===== config.mk =====
export PLATFORM = sky130hd
export DESIGN_NAME = hps_link_top
export DESIGN_NICKNAME = d
export VERILOG_FILES = /design/src/logic/hps_link_pkg.sv /design/src/logic/cmd_exec.sv /design/src/logic/cmd_fetch.sv /design/src/logic/cmd_queue.sv /design/src/logic/hps_link_top.sv
export SDC_FILE = /design/constraint.sdc
export NUM_CORES = 1
export LEC_CHECK = 0
export BUFFER_PORTS_ARGS = -buffer_cell sky130_fd_sc_hd__buf_2
export CORE_AREA = 8 8 131 133
export CTS_BUF_LIST = sky130_fd_sc_hd__clkbuf_2 sky130_fd_sc_hd__clkbuf_4 sky130_fd_sc_hd__clkbuf_8
export DETAILED_ROUTE_END_ITERATION = 8
export DIE_AREA = 0 0 139 141
export HOLD_SLACK_MARGIN = 0.03
export PLACE_DENSITY = 0.86
export SYNTH_ARGS = -nofsm -noshare
export SYNTH_HDL_FRONTEND = slang
export SYNTH_SLANG_ARGS = --single-unit

===== constraint.sdc =====
create_clock -name CLOCK_50 -period 3.49 [get_ports CLOCK_50]
set_clock_uncertainty 0.2 [all_clocks]
set_input_delay 0.349 -clock CLOCK_50 [delete_from_list [all_inputs] [get_ports CLOCK_50]]
set_output_delay 0.349 -clock CLOCK_50 [all_outputs]
set_load 0.005 [all_outputs]

===== src/logic/hps_link_pkg.sv =====
// HPS link shared widths, opcode encoding, command and response words, segment decode
package hps_link_pkg;

	// ==================================================
	// Widths and sizes
	// ==================================================
	localparam int WORD_W     = 32;
	localparam int ARG_W      = 14;
	localparam int OP_W       = 4;
	localparam int LED_W      = 10;
	localparam int HEX_DIGITS = 6;
	localparam int SEG_W      = 7;
	localparam int CMD_DEPTH  = 4;
	localparam int SEQ_W      = 8;

	// Derived sizes
	localparam int HEX_W     = HEX_DIGITS * 4;
	localparam int QPTR_W    = $clog2(CMD_DEPTH);
	localparam int QCNT_W    = $clog2(CMD_DEPTH + 1);
	localparam int RSP_PAD_W = WORD_W - LED_W - SEQ_W - OP_W;

	// ==================================================
	// Types
	// ==================================================
	// Known opcodes, all others ignored by exec
	typedef enum logic [OP_W-1:0] {
		OP_NOP        = 4'd0,
		OP_SET_LED    = 4'd1,
		OP_INVERT_LED = 4'd2,
		OP_SET_HEX    = 4'd3
	} cmd_op_e;

	// Host command word, op in the low nibble
	typedef struct packed {
		logic [ARG_W-1:0] y_value;
		logic [ARG_W-1:0] x_value;
		logic [OP_W-1:0]  op;
	} cmd_word_t;

	// One response per executed command
	typedef struct packed {
		logic [RSP_PAD_W-1:0] pad;
		logic [LED_W-1:0]     leds;
		logic [SEQ_W-1:0]     seq;
		logic [OP_W-1:0]      op;
	} rsp_word_t;

	// Digit 0 is the rightmost, lowest nibble
	typedef logic [HEX_DIGITS-1:0][SEG_W-1:0] seg_bank_t;

	// Active-low segments, bit order gfedcba
	function automatic logic [SEG_W-1:0] seg7(input logic [3:0] nibble);
		case (nibble)
			4'h0: seg7 = 7'b1000000;
			4'h1: seg7 = 7'b1111001;
			4'h2: seg7 = 7'b0100100;
			4'h3: seg7 = 7'b0110000;
			4'h4: seg7 = 7'b0011001;
			4'h5: seg7 = 7'b0010010;
			4'h6: seg7 = 7'b0000010;
			4'h7: seg7 = 7'b1111000;
			4'h8: seg7 = 7'b0000000;
			4'h9: seg7 = 7'b0010000;
			4'hA: seg7 = 7'b0001000;
			4'hB: seg7 = 7'b0000011;
			4'hC: seg7 = 7'b1000110;
			4'hD: seg7 = 7'b0100001;
			4'hE: seg7 = 7'b0000110;
			default: seg7 = 7'b0001110;
		endcase
	endfunction

endpackage


===== src/logic/cmd_exec.sv =====
// Command execute: applies commands to LEDs and display, writes one response word each
`timescale 1ns/1ps

module cmd_exec (
	input  logic                      CLOCK_50,
	input  logic                      arst_n,
	// Receiver side, from the queue
	input  logic                      qe_req,
	output logic                      qe_ack,
	input  hps_link_pkg::cmd_word_t   qe_cmd,
	// Outgoing FIFO
	output logic [31:0]               out_data,
	output logic                      out_write,
	input  logic                      out_full,
	// Board outputs
	output logic [9:0]                leds,
	output hps_link_pkg::seg_bank_t   hex
);

	import hps_link_pkg::*;

	logic [HEX_W-1:0]  hex_value;
	logic [SEQ_W-1:0]  seq;
	logic [LED_W-1:0]  leds_next;
	logic [HEX_W-1:0]  hex_next;
	logic              fire;
	rsp_word_t         rsp;

	// ==================================================
	// Command decode
	// ==================================================
	// New request, not yet acked, room downstream
	assign fire = qe_req && !qe_ack && !out_full;

	// Next state for the current head command
	always_comb begin
		leds_next = leds;
		hex_next  = hex_value;
		case (cmd_op_e'(qe_cmd.op))
			OP_SET_LED: begin
				leds_next = qe_cmd.x_value[LED_W-1:0];
			end
			OP_INVERT_LED: begin
				leds_next = ~leds;
			end
			OP_SET_HEX: begin
				// Upper half from y, lower half from x
				hex_next = {qe_cmd.y_value[HEX_W/2-1:0], qe_cmd.x_value[HEX_W/2-1:0]};
			end
			default: begin
				// NOP and unknown opcodes
				leds_next = leds;
			end
		endcase
	end

	// ==================================================
	// Response word
	// ==================================================
	// LED state after the command, seq before the increment
	always_comb begin
		rsp      = '0;
		rsp.leds = leds_next;
		rsp.seq  = seq;
		rsp.op   = qe_cmd.op;
	end

	assign out_data  = rsp;
	assign out_write = fire;

	// ==================================================
	// State update and ack
	// ==================================================
	always_ff @(posedge CLOCK_50 or negedge arst_n) begin
		if (!arst_n) begin
			leds      <= '0;
			hex_value <= '0;
			seq       <= '0;
			qe_ack    <= 1'b0;
		end else begin
			if (fire) begin
				leds      <= leds_next;
				hex_value <= hex_next;
				// Wraps at 256
				seq       <= seq + 1'b1;
				qe_ack    <= 1'b1;
			end else if (qe_ack && !qe_req) begin
				// Queue dropped req, finish the handshake
				qe_ack <= 1'b0;
			end
		end
	end

	// Seven-segment decode, one nibble per digit
	always_comb begin
		for (int i = 0; i < HEX_DIGITS; i++) begin
			hex[i] = seg7(hex_value[i*4 +: 4]);
		end
	end

	// ==================================================
	// Checks
	// ==================================================
	// Stalled command gets no write and stays at the queue head
	a_write_not_full: assert property (
		@(posedge CLOCK_50) disable iff (!arst_n)
		qe_req && !qe_ack && out_full |-> !out_write ##1 (qe_req && $stable(qe_cmd))
	) else $error("response written while full or stalled command changed");

endmodule


===== src/logic/cmd_fetch.sv =====
// Command fetch: pops host words from the incoming FIFO and offers them over four-phase req/ack
`timescale 1ns/1ps

module cmd_fetch (
	input  logic                      CLOCK_50,
	input  logic                      arst_n,
	// Incoming FIFO, show-ahead
	input  logic [31:0]               in_data,
	input  logic                      in_empty,
	output logic                      in_read,
	// Sender side of the fetch to queue link
	output logic                      fq_req,
	input  logic                      fq_ack,
	output hps_link_pkg::cmd_word_t   fq_cmd
);

	import hps_link_pkg::*;

	// ==================================================
	// Link state
	// ==================================================
	typedef enum logic [1:0] {
		FETCH_IDLE,
		FETCH_OFFER,
		FETCH_RELEASE
	} fetch_state_e;

	fetch_state_e state;

	// Head word valid while not empty
	// Pop only from idle, so at most one command held here
	assign in_read = (state == FETCH_IDLE) && !in_empty;

	// Req follows the offer state, one cycle after the pop
	assign fq_req = (state == FETCH_OFFER);

	always_ff @(posedge CLOCK_50 or negedge arst_n) begin
		if (!arst_n) begin
			state <= FETCH_IDLE;
		end else begin
			case (state)
				FETCH_IDLE: begin
					// Pop and capture on the same edge
					if (in_read) begin
						state <= FETCH_OFFER;
					end
				end
				FETCH_OFFER: begin
					// Hold req and data until the queue takes it
					if (fq_ack) begin
						state <= FETCH_RELEASE;
					end
				end
				FETCH_RELEASE: begin
					// Req already low, wait for ack to drop
					if (!fq_ack) begin
						state <= FETCH_IDLE;
					end
				end
				default: begin
					state <= FETCH_IDLE;
				end
			endcase
		end
	end

	// ==================================================
	// Command capture
	// ==================================================
	// Payload only, stable from pop through release
	always_ff @(posedge CLOCK_50) begin
		if (in_read) begin
			fq_cmd <= cmd_word_t'(in_data);
		end
	end

	// ==================================================
	// Checks
	// ==================================================
	// Once raised, req stays up until the queue acknowledges
	a_req_held: assert property (
		@(posedge CLOCK_50) disable iff (!arst_n)
		fq_req && !fq_ack |=> fq_req
	) else $error("fq_req dropped before fq_ack");

	// A new offer only after the previous ack has gone low
	a_req_after_ack_low: assert property (
		@(posedge CLOCK_50) disable iff (!arst_n)
		$rose(fq_req) |-> !$past(fq_ack)
	) else $error("fq_req raised while fq_ack still high");

endmodule


===== src/logic/cmd_queue.sv =====
// Command queue: small circular buffer between the fetch link and the exec link
`timescale 1ns/1ps

module cmd_queue (
	input  logic                      CLOCK_50,
	input  logic                      arst_n,
	// Receiver side, from fetch
	input  logic                      fq_req,
	output logic                      fq_ack,
	input  hps_link_pkg::cmd_word_t   fq_cmd,
	// Sender side, toward exec
	output logic                      qe_req,
	input  logic                      qe_ack,
	output hps_link_pkg::cmd_word_t   qe_cmd
);

	import hps_link_pkg::*;

	cmd_word_t          mem [CMD_DEPTH];
	logic [QPTR_W-1:0]  wr_ptr;
	logic [QPTR_W-1:0]  rd_ptr;
	logic [QCNT_W-1:0]  count;
	logic               full;
	logic               do_write;
	logic               do_pop;

	assign full = (count == QCNT_W'(CMD_DEPTH));

	// Accept a fresh req only with room left
	assign do_write = fq_req && !fq_ack && !full;

	// Exec has taken the head
	assign do_pop = qe_req && qe_ack;

	// Head entry stays put while req is up
	assign qe_cmd = mem[rd_ptr];

	// ==================================================
	// Storage
	// ==================================================
	always_ff @(posedge CLOCK_50) begin
		if (do_write) begin
			mem[wr_ptr] <= fq_cmd;
		end
	end

	// ==================================================
	// Pointers, count and both handshakes
	// ==================================================
	always_ff @(posedge CLOCK_50 or negedge arst_n) begin
		if (!arst_n) begin
			wr_ptr <= '0;
			rd_ptr <= '0;
			count  <= '0;
			fq_ack <= 1'b0;
			qe_req <= 1'b0;
		end else begin
			// Input link, ack one cycle after req seen
			if (do_write) begin
				fq_ack <= 1'b1;
				if (wr_ptr == QPTR_W'(CMD_DEPTH - 1))
					wr_ptr <= '0;
				else
					wr_ptr <= wr_ptr + 1'b1;
			end else if (fq_ack && !fq_req) begin
				fq_ack <= 1'b0;
			end

			// Output link
			if (do_pop) begin
				qe_req <= 1'b0;
				if (rd_ptr == QPTR_W'(CMD_DEPTH - 1))
					rd_ptr <= '0;
				else
					rd_ptr <= rd_ptr + 1'b1;
			end else if (!qe_req && !qe_ack && (count != '0)) begin
				// Link idle and something waiting
				qe_req <= 1'b1;
			end

			// Occupancy
			if (do_write && !do_pop)
				count <= count + 1'b1;
			else if (do_pop && !do_write)
				count <= count - 1'b1;
		end
	end

	// ==================================================
	// Checks
	// ==================================================
	// A write never lands on an unread entry
	a_no_write_full: assert property (
		@(posedge CLOCK_50) disable iff (!arst_n)
		do_write |-> (wr_ptr != rd_ptr) || (count == '0)
	) else $error("command written into a full queue");

	// Exec never completes a transfer on an empty queue
	a_no_pop_empty: assert property (
		@(posedge CLOCK_50) disable iff (!arst_n)
		do_pop |-> (count != '0)
	) else $error("command popped from an empty queue");

endmodule


===== src/logic/hps_link_top.sv =====
// HPS command link top level: fetch, queue and exec between the two host FIFOs
`timescale 1ns/1ps

module hps_link_top (
	input  logic                      CLOCK_50,
	input  logic                      arst_n,
	// Host to fabric FIFO
	input  logic [31:0]               in_data,
	input  logic                      in_empty,
	output logic                      in_read,
	// Fabric to host FIFO
	output logic [31:0]               out_data,
	output logic                      out_write,
	input  logic                      out_full,
	// Board outputs
	output logic [9:0]                leds,
	output hps_link_pkg::seg_bank_t   hex
);

	import hps_link_pkg::*;

	// ==================================================
	// Inter-stage links
	// ==================================================
	// Fetch to queue
	logic       fq_req;
	logic       fq_ack;
	cmd_word_t  fq_cmd;

	// Queue to exec
	logic       qe_req;
	logic       qe_ack;
	cmd_word_t  qe_cmd;

	// Word pop and unpack
	cmd_fetch cmd_fetch_i (
		.CLOCK_50 (CLOCK_50),
		.arst_n   (arst_n),
		.in_data  (in_data),
		.in_empty (in_empty),
		.in_read  (in_read),
		.fq_req   (fq_req),
		.fq_ack   (fq_ack),
		.fq_cmd   (fq_cmd)
	);

	// Up to CMD_DEPTH commands in flight here
	cmd_queue cmd_queue_i (
		.CLOCK_50 (CLOCK_50),
		.arst_n   (arst_n),
		.fq_req   (fq_req),
		.fq_ack   (fq_ack),
		.fq_cmd   (fq_cmd),
		.qe_req   (qe_req),
		.qe_ack   (qe_ack),
		.qe_cmd   (qe_cmd)
	);

	// LEDs, display and responses
	cmd_exec cmd_exec_i (
		.CLOCK_50  (CLOCK_50),
		.arst_n    (arst_n),
		.qe_req    (qe_req),
		.qe_ack    (qe_ack),
		.qe_cmd    (qe_cmd),
		.out_data  (out_data),
		.out_write (out_write),
		.out_full  (out_full),
		.leds      (leds),
		.hex       (hex)
	);

endmodule


==> results.ini, run 1 <==
[routing]
highest-signal-layer = met4
drc_errors = 0
ant_nets = 0
wirelength_um = 17500
first_pass_iters = 5
drt_iter0_drc = 346
vias = 5208
routedWlPerCell_um = 19.13
wl_met1_um = 7040
route.met2.wl_um = 9007
met3WireLength_um = 1290
vias_per_cell = 5.692

[worst_setup_path]
crit_type = reg -> out
endpoint_kind = primary output
r2r_start = cmd_queue_i.rd_ptr[0]$_DFFE_PN0P_
rr_worst_depth = 4
r2r_end = cmd_exec_i.hex_value[3]$_DFFE_PN0P_
arrival_ns = 2.74
required_ns = 2.94
crit_path_max_fanout = 11
crit_top_cell = buf_4
crit_path_max_incr_delay_ns = 0.64
worstPathCellList = buf_4, mux4_2, nor4b_4, buf_4, a22oi_1, o21ai_0, buf_2
slowest_stage = dfrtp_1
reg2reg_slack_ns = 0.76
crit_path_start_kind = flop

[cts]
ctsLongestPathBuffers = 2
path_clk_slew_ns = 0.09
cts_tree = yes
cts_htree_levels = 4
numCtsBuffers = 17
clock_latency_ns = 0.46
cts-root-buf = clkbuf_8
cts_sinks = 194
cts_setup_buffers = 0

[timing]
timing.hold.ws_ns = 0.2840
slew-limit-headroom = 0.4034
max_freq_mhz = 303.9
fin_crit_ns = 3.290
tns_ns = 0
slew_viol_final = 0
setup_violations = 0
timing.final.crit_share = 0.9428
rsz0062_at_grt = false
hold_viol = 0
worstMarginPinSlew_ns = 0.8889

[hold_path]
hold_depth = 1
min_to = cmd_queue_i.qe_req$_DFFE_PN0P_
hold_path.class = reg -> reg
min-delay-start = cmd_exec_i.qe_ack$_DFFE_PN0P_

[final_layout]
fillers = 946
fin_nets = 794
layout_commonest_cell = edfxtp_1
final_area_mm2 = 0.01036
multiInputGateArea_mm2 = 0.003030
seqCellArea_mm2 = 0.005559
drive_above_1_share = 0.3205
utilization = 0.6917
diodes = 0
area_delta_synth_final_pct = 16.65
instances_no_fill = 915
layout_common_cells = edfxtp_1 (140), buf_2 (107), dfrtp_1 (53)

[placement]
dp_cells = 852
hpwl_um = 12480
gp_congestion = 0.8303
postPlaceCellArea_mm2 = 0.009609
port_buffers = 107

[die]
dieArea_mm2 = 0.01960
die_w_um = 139
std_cell_rows = 45
die_y_um = 141
initial_core_util = 0.5930
coreArea_mm2 = 0.01498
ios = 122

[synthesis]
async_flop_share = 0.2784
synth_area_per_cell_um2 = 15.61
synth-seq-cells = 194
synth_cells = 569
seq_area_frac_synth = 0.6255
synth_warnings = 0
synth-main-ff-cell = edfxtp_1
netlist_area_mm2 = 0.008881
synth_cell_types = 47
synth_edf_count = 140

[global_route]
antenna_found_initial = 0
grt_overflow = 0
grt_max_degree = 34
grt_pass1_wl_um = 28170
grtUsageTotal = 0.1821
grt_pass1_vias = 5436

[job]
drv_cap = 0

[power_and_ir_drop]
irDropWorstVdd_v = 0.0005184
power.density_mw_per_mm2 = 819.7
p_leak_nw = 4.124

[outcome]
outcome = finished clean

==> flip-flops by register name, summed over array words and instances, names as in the netlist <==
| register | count |
|---|---|
| cmd_exec_i.hex_value | 24 |
| cmd_exec_i.leds | 10 |
| cmd_exec_i.qe_ack | 1 |
| cmd_exec_i.seq | 8 |
| cmd_fetch_i.fq_cmd | 28 |
| cmd_fetch_i.state | 2 |
| cmd_queue_i.count | 3 |
| cmd_queue_i.fq_ack | 1 |
| cmd_queue_i.mem | 112 |
| cmd_queue_i.qe_req | 1 |
| cmd_queue_i.rd_ptr | 2 |
| cmd_queue_i.wr_ptr | 2 |
==> cell families after synthesis <==
kind of cell,after synthesis,synth area share
buffers and inverters,73,0.03987
other,1,0.0004222
adder cells (fa/ha/maj),44,0.06284
multiplexers,87,0.1505
AO/OA/AOI/OAI,75,0.05945
AND/OR/NAND/NOR,85,0.05156
XOR/XNOR,10,0.009863
flip-flops,194,0.6255
==> through the flow <==
step           total power, mW  worst slack [ns]
6_report                 8.492            0.1998
5_1_grt                  9.009           0.03889
4_1_cts                  8.532           0.02671
3_5_place_dp             7.008            0.4431
3_3_place_gp             6.767            0.5106
2_1_floorplan            5.792            0.3537
==> synth_stat cells (2+ instances only) <==
master | n | area (µm²)
buf_2 | 4 | 20.02
nor2b_1 | 7 | 43.79
or3b_2 | 6 | 52.55
xnor2_1 | 7 | 61.31
a22o_1 | 11 | 96.34
dfrtp_1 | 54 | 1351
and2_1 | 4 | 25.02
a32o_1 | 6 | 60.06
o2bb2ai_1 | 10 | 87.58
mux2_2 | 31 | 349.1
buf_4 | 14 | 105.1
inv_1 | 34 | 127.6
nor2_1 | 29 | 108.9
a21oi_1 | 6 | 30.03
edfxtp_1 | 140 | 4204
nor3_1 | 3 | 15.01
buf_6 | 3 | 33.78
o22ai_1 | 2 | 12.51
clkbuf_1 | 9 | 33.78
nand2_1 | 18 | 67.56
nand4_1 | 4 | 25.02
nor4b_2 | 2 | 30.03
buf_1 | 8 | 30.03
a22oi_1 | 10 | 75.07
o31ai_1 | 2 | 15.01
o21ai_0 | 22 | 110.1
mux4_2 | 34 | 765.7
ha_1 | 43 | 538.0
and3_1 | 2 | 12.51
nand2b_1 | 5 | 31.28
xor2_1 | 3 | 26.28
mux2i_1 | 21 | 210.2
==> power by group <==
group | switching, mW | total (mW) | internal (mW)
clock | 0.790 | 1.47 | 0.680
sequential | 0.615 | 3.76 | 3.15
combinational | 1.62 | 3.26 | 1.64
==> routing by layer <==
| metal | track usage | up-vias |
|---|---|---|
| li1 | - | 2409 |
| met1 | 0.2096 | 2595 |
| met2 | 0.3203 | 185 |
| met3 | 0.06009 | 19 |
| met4 | 0.05084 | 0 |
| met5 | 0 | - |
==> area by class of cell <==
type | instances | share of cell area
sequential | 194 | 0.5366
multi-input combinational | 311 | 0.2925
tap | 188 | 0.02271
clock buffer | 18 | 0.02391
inverter | 35 | 0.01268
timing repair buffer | 155 | 0.09517
clock inverter | 14 | 0.01643
==> worst max-delay path, delay by kind of cell (launching register included) <==
family	cells	cell delay, ns
AOI/OAI and AO/OA	2	0.23
buffers and inverters	3	0.67
DFF	1	0.64
muxes	1	0.39
and+or+nand+nor	1	0.37
==> timing repair <==
action	in CTS	in global routing
endpoints found under the hold margin	62	0
setup endpoints to repair	4	8
hold buffers	31	0
cloned	0	0
gates resized for setup	2	2
==> worst max path at each step <==
stage | startpoint | endpoint | slack [ns] | depth (start not counted)
5_1_grt | cmd_queue_i.rd_ptr[0]$_DFFE_PN0P_ | out_data[17] | 0.04 | 6
3_5_place_dp | cmd_queue_i.rd_ptr[0]$_DFFE_PN0P_ | out_data[14] | 0.44 | 5
6_report | cmd_queue_i.rd_ptr[1]$_DFFE_PN0P_ | out_data[20] | 0.20 | 7
3_3_place_gp | cmd_queue_i.rd_ptr[0]$_DFFE_PN0P_ | out_data[14] | 0.51 | 5
4_1_cts | cmd_queue_i.rd_ptr[0]$_DFFE_PN0P_ | out_data[14] | 0.03 | 5
2_1_floorplan | cmd_fetch_i.state[0]$_DFFE_PN0P_ | cmd_fetch_i.fq_cmd[0]$_DFFE_PP_ | 0.35 | 1
Power figures use the tool's default switching activity.
==> run 2: changes to the inputs <==
--- a/config.mk
+++ b/config.mk
@@ -6,12 +6,12 @@
 export NUM_CORES = 1
 export LEC_CHECK = 0
 export BUFFER_PORTS_ARGS = -buffer_cell sky130_fd_sc_hd__buf_2
-export CORE_AREA = 8 8 131 133
+export CORE_AREA = 8 8 118 148
 export CTS_BUF_LIST = sky130_fd_sc_hd__clkbuf_2 sky130_fd_sc_hd__clkbuf_4 sky130_fd_sc_hd__clkbuf_8
 export DETAILED_ROUTE_END_ITERATION = 8
-export DIE_AREA = 0 0 139 141
+export DIE_AREA = 0 0 126 156
 export HOLD_SLACK_MARGIN = 0.03
-export PLACE_DENSITY = 0.86
+export PLACE_DENSITY = 0.85
 export SYNTH_ARGS = -nofsm -noshare
 export SYNTH_HDL_FRONTEND = slang
 export SYNTH_SLANG_ARGS = --single-unit
==> results.ini, run 2 (synthesized netlist as in run 1, its figures left out) <==
[routing]
ant_nets = 0
drc_errors = 0
drt_iter0_drc = 349
wirelength_um = 17480
routedWlPerCell_um = 19.25
vias = 5213
first_pass_iters = 4
vias_per_cell = 5.741

[power_and_ir_drop]
p_leak_nw = 4.093
irDropWorstVdd_v = 0.0005168
power_mw = 8.403
power.density_mw_per_mm2 = 817.4

[hold_path]
hold_path.class = in -> async

[global_route]
antenna_found_initial = 0
gr-usage-met3 = 0.06293
met2_usage = 0.3375
grtUsageTotal = 0.1855
use_met1 = 0.1933
grt_max_degree = 38
grt_pass1_wl_um = 28170
grt_pass1_vias = 5498
grt_busiest_layer = met2
grt_overflow = 0

[worst_setup_path]
arrival_ns = 2.73
slowest_stage = mux4_2
crit_path_max_fanout = 10
endpoint_kind = primary output
crit_path_start_kind = flop
worstPathCellList = mux4_2, nor4b_2, or2_1, o21ai_0, buf_2
crit_type = reg -> out
crit_path_max_incr_delay_ns = 0.64
required_ns = 2.94

[timing]
hold_viol = 0
slew-limit-headroom = 0.4498
rsz0062_at_grt = false
slew_viol_final = 0
fin_crit_ns = 3.280
timing.final.crit_share = 0.9398
tns_ns = 0
setup_violations = 0
max_freq_mhz = 304.9
worstMarginPinSlew_ns = 0.8208

[cts]
path_clk_slew_ns = 0.09
ctsLongestPathBuffers = 2
cts_htree_levels = 4
cts_tree = yes
cts_setup_buffers = 0
numCtsBuffers = 17
cts-root-buf = clkbuf_8
clock_latency_ns = 0.45
cts_sinks = 194

[final_layout]
diodes = 0
layout_commonest_cell = edfxtp_1
largest_register_ffs = 112
largest_register = cmd_queue_i.mem
fin_nets = 790
drive_above_1_share = 0.3126
reg_top3 = cmd_queue_i.mem x112, cmd_fetch_i.fq_cmd x28, cmd_exec_i.hex_value x24
area_delta_synth_final_pct = 15.75
layout_common_cells = edfxtp_1 (140), buf_2 (107), dfrtp_1 (53)
fillers = 1005

[die]
std_cell_rows = 51
initial_core_util = 0.5848
ios = 122
coreArea_mm2 = 0.01519
dieArea_mm2 = 0.01966
die_w_um = 126
die_y_um = 156

[outcome]
outcome = finished clean

[placement]
gp_congestion = 0.8214
hpwl_um = 12310
port_buffers = 107

[job]
drv_cap = 0

-- run 2: worst max-delay path, delay by kind of cell, from the launching register on --
family | cells | cell delay, ns
flip-flops | 1 | 0.56
AND/OR/NAND/NOR | 2 | 0.73
AO/OA/AOI/OAI | 1 | 0.19
buffers and inverters | 1 | 0.17
multiplexers | 1 | 0.64
-- run 2: per-stage QoR --
step | hold WS, ns | setup slack (ns) | instances | utilization | area [µm²]
after CTS | 0.1534 | 0.1468 | 908 | 0.6769 | 10280
after global placement | 0.1175 | 0.7626 | 845 | 0.6297 | 9563
after detailed placement | 0.1238 | 0.6651 | 845 | 0.6297 | 9563
after floorplan | -0.1466 | 0.3537 | 578 | - | 8915
after global routing | 0.1695 | 0.0007208 | 908 | 0.6769 | 10280
final | 0.1731 | 0.2100 | 908 | 0.6769 | 10280
-- run 2: layer usage --
metal | vias to the layer above | routed length, µm
li1 | 2401 | -
met1 | 2603 | 6477
met2 | 175 | 9373
met3 | 34 | 1201
met4 | 0 | 429
met5 | - | 0
-- run 2: repair_timing --
item | in CTS | in global routing
hold buffers | 31 | 0
resized for setup | 0 | 0
hold endpoints to repair | 47 | 0
-- run 2: cell type report --
cell class / count / area (µm²) / area share
Clock buffer: 19 / 249.0 / 0.02422
Clock inverter: 13 / 157.7 / 0.01534
Inverter: 35 / 131.4 / 0.01278
Multi-Input combinational cell: 311 / 3010 / 0.2928
Sequential cell: 194 / 5557 / 0.5405
Tap cell: 185 / 231.5 / 0.02252
Timing Repair Buffer: 151 / 943.4 / 0.09177
-- run 2: path summary, 6_finish.rpt --
path,start,to,slack [ns],depth (start not counted)
hold / removal,arst_n,cmd_exec_i.hex_value[16]$_DFFE_PN0P_,0.17,2
min in group CLOCK_50,cmd_exec_i.qe_ack$_DFFE_PN0P_,cmd_queue_i.qe_req$_DFFE_PN0P_,0.27,1
hold reg to reg,cmd_exec_i.qe_ack$_DFFE_PN0P_,cmd_queue_i.qe_req$_DFFE_PN0P_,0.27,1
setup reg to reg,cmd_queue_i.rd_ptr[0]$_DFFE_PN0P_,cmd_exec_i.leds[8]$_DFFE_PN0P_,0.80,5
setup / recovery,cmd_queue_i.rd_ptr[0]$_DFFE_PN0P_,out_data[14],0.21,5
max in group asynchronous,arst_n,cmd_exec_i.hex_value[9]$_DFFE_PN0P_,2.03,3
-- run 2: power by group --
part | switching [mW] | leakage (nW) | total, mW | internal, mW
registers | 0.605 | 1.97 | 3.75 | 3.15
logic | 1.59 | 1.92 | 3.19 | 1.59
clock network | 0.737 | 0.203 | 1.46 | 0.724
==> run 3: changes to the inputs <==
--- a/config.mk
+++ b/config.mk
@@ -6,12 +6,13 @@
 export NUM_CORES = 1
 export LEC_CHECK = 0
 export BUFFER_PORTS_ARGS = -buffer_cell sky130_fd_sc_hd__buf_2
-export CORE_AREA = 8 8 118 148
+export CORE_AREA = 2 2 112 142
 export CTS_BUF_LIST = sky130_fd_sc_hd__clkbuf_2 sky130_fd_sc_hd__clkbuf_4 sky130_fd_sc_hd__clkbuf_8
 export DETAILED_ROUTE_END_ITERATION = 8
-export DIE_AREA = 0 0 126 156
+export DIE_AREA = 0 0 114 144
 export HOLD_SLACK_MARGIN = 0.03
-export PLACE_DENSITY = 0.85
+export PLACE_DENSITY_LB_ADDON = 0.08
+export REMOVE_ABC_BUFFERS = 1
 export SYNTH_ARGS = -nofsm -noshare
 export SYNTH_HDL_FRONTEND = slang
 export SYNTH_SLANG_ARGS = --single-unit
==> results.ini, run 3 (synthesized netlist as in run 1, its figures left out) <==
[timing]
rsz0062_at_grt = false
timing.final.crit_share = 0.9029
timing.hold.ws_ns = 0.2826
fin_crit_ns = 3.151
setup_violations = 0
slew_viol_final = 0
worstMarginPinSlew_ns = 0.8430
max_freq_mhz = 317.3
slew-limit-headroom = 0.4380
hold_viol = 0

[final_layout]
largest_register_ffs = 112
drive_above_1_share = 0.3191
reg_top3 = cmd_queue_i.mem x112, cmd_fetch_i.fq_cmd x28, cmd_exec_i.hex_value x24
fin_nets = 794
largest_register = cmd_queue_i.mem
layout_common_cells = edfxtp_1 (140), buf_2 (107), dfrtp_1 (53)
diodes = 0
utilization = 0.6771
fillers = 1083
instances_no_fill = 912
final_area_mm2 = 0.01028
layout_commonest_cell = edfxtp_1
area_delta_synth_final_pct = 15.79

[cts]
numCtsBuffers = 17
cts_sinks = 194
cts_tree = yes
cts-root-buf = clkbuf_8
path_clk_slew_ns = 0.09
ctsLongestPathBuffers = 2
cts_htree_levels = 4
clock_latency_ns = 0.45

[routing]
drt_iter0_drc = 266
routedWlPerCell_um = 17.64
ant_nets = 0
wirelength_um = 16090
drc_errors = 0
first_pass_iters = 4
vias_per_cell = 5.658
vias = 5160

[power_and_ir_drop]
power_frac_comb = 0.385
switching_share = 0.3549
p_int_mw = 5.300
p_leak_nw = 4.101
clkPwrFrac = 0.165
seqPwrFrac = 0.450
p_sw_mw = 2.916
irDropWorstVdd_v = 0.0005584
power.density_mw_per_mm2 = 798.9

[global_route]
grt_pass1_wl_um = 25850
grt_overflow = 0
grt_pass1_vias = 5181
antenna_found_initial = 0
grtUsageTotal = 0.2052
grt_max_degree = 37

[die]
die_y_um = 144
dieArea_mm2 = 0.01642
initial_core_util = 0.5848
die_w_um = 114
ios = 122
std_cell_rows = 51
coreArea_mm2 = 0.01519

[worst_setup_path]
crit_path_start_kind = flop
required_ns = 2.94
crit_path_max_fanout = 27
startpoint = cmd_queue_i.rd_ptr[0]$_DFFE_PN0P_
crit_type = reg -> out
arrival_ns = 2.60
endpoint_kind = primary output
r2r_start = cmd_queue_i.rd_ptr[1]$_DFFE_PN0P_

[outcome]
outcome = finished clean

[placement]
port_buffers = 107
postPlaceCellArea_mm2 = 0.009578
hpwl_um = 10710
dp_cells = 847
gp_congestion = 0.7950

[hold_path]
hold_path.class = reg -> reg
min-delay-start = cmd_exec_i.qe_ack$_DFFE_PN0P_

[job]
drv_cap = 0

[run 3: cell types whose count changed in the layout (fill, tap and decap cells not counted), sizes merged]
| cell | before | now |
|---|---|---|
| buf | 120 | 124 |
| clkinv | 6 | 4 |
| inv | 37 | 42 |
| bufinv | 3 | 0 |
[run 3: cell type report]
cell class	count	area, µm²	area share
Inverter	35	131.4	0.01278
Timing Repair Buffer	155	973.4	0.09466
Clock buffer	19	255.2	0.02482
Clock inverter	13	116.4	0.01132
Sequential cell	194	5557	0.5403
Tap cell	185	231.5	0.02251
Multi-Input combinational cell	311	3019	0.2936
[run 3: path summary, 6_finish.rpt]
| check | slack [ns] | end | depth (start not counted) |
|---|---|---|---|
| setup / recovery | 0.34 | out_data[15] | 5 |
| hold / removal | 0.28 | cmd_queue_i.qe_req$_DFFE_PN0P_ | 1 |
| setup reg to reg | 0.96 | cmd_exec_i.leds[0]$_DFFE_PN0P_ | 6 |
| hold reg to reg | 0.28 | cmd_queue_i.qe_req$_DFFE_PN0P_ | 1 |
| max in group asynchronous | 2.06 | cmd_exec_i.hex_value[17]$_DFFE_PN0P_ | 3 |
| min in group asynchronous | 0.33 | cmd_fetch_i.state[1]$_DFFE_PN0P_ | 2 |
[run 3: layer usage]
layer,vias to the layer above,track usage,part of all wire
met5,-,0,0
met4,0,0.06162,0.011
met3,14,0.04233,0.039
met2,120,0.3716,0.54
met1,2611,0.2481,0.41
li1,2415,-,-
[run 3: metrics by stage]
step	TNS [ns]	total power, mW	setup WS [ns]
2_1_floorplan	-8.096	5.671	-0.2257
3_3_place_gp	0	6.737	0.1896
3_5_place_dp	0	6.900	0.08232
4_1_cts	0	8.292	0.3132
5_1_grt	0	8.795	0.1934
6_report	0	8.216	0.3387
[run 3: power groups by stage]
stage	clock [mW]	combinational, mW	sequential, mW
6_report	1.35	3.17	3.70
5_1_grt	1.47	3.52	3.80
4_1_cts	1.38	3.21	3.70
3_5_place_dp	0	3.14	3.76
3_3_place_gp	0	3.04	3.69
2_1_floorplan	0	1.96	3.71
[run 3: worst max-delay path, stage by stage (launching register included)]
cell     delay (ns)
dfrtp_2        0.46
buf_4          0.50
mux4_2         0.65
a22oi_1        0.23
o21ai_0        0.16
buf_2          0.15
[run 3: timing repair]
action / 4_1_cts / 5_1_grt
hold endpoints to repair: 64 / 0
hold buffers: 31 / 0
setup endpoints to repair: 10 / 0
resized for setup: 1 / 0
setup buffers: 2 / 0
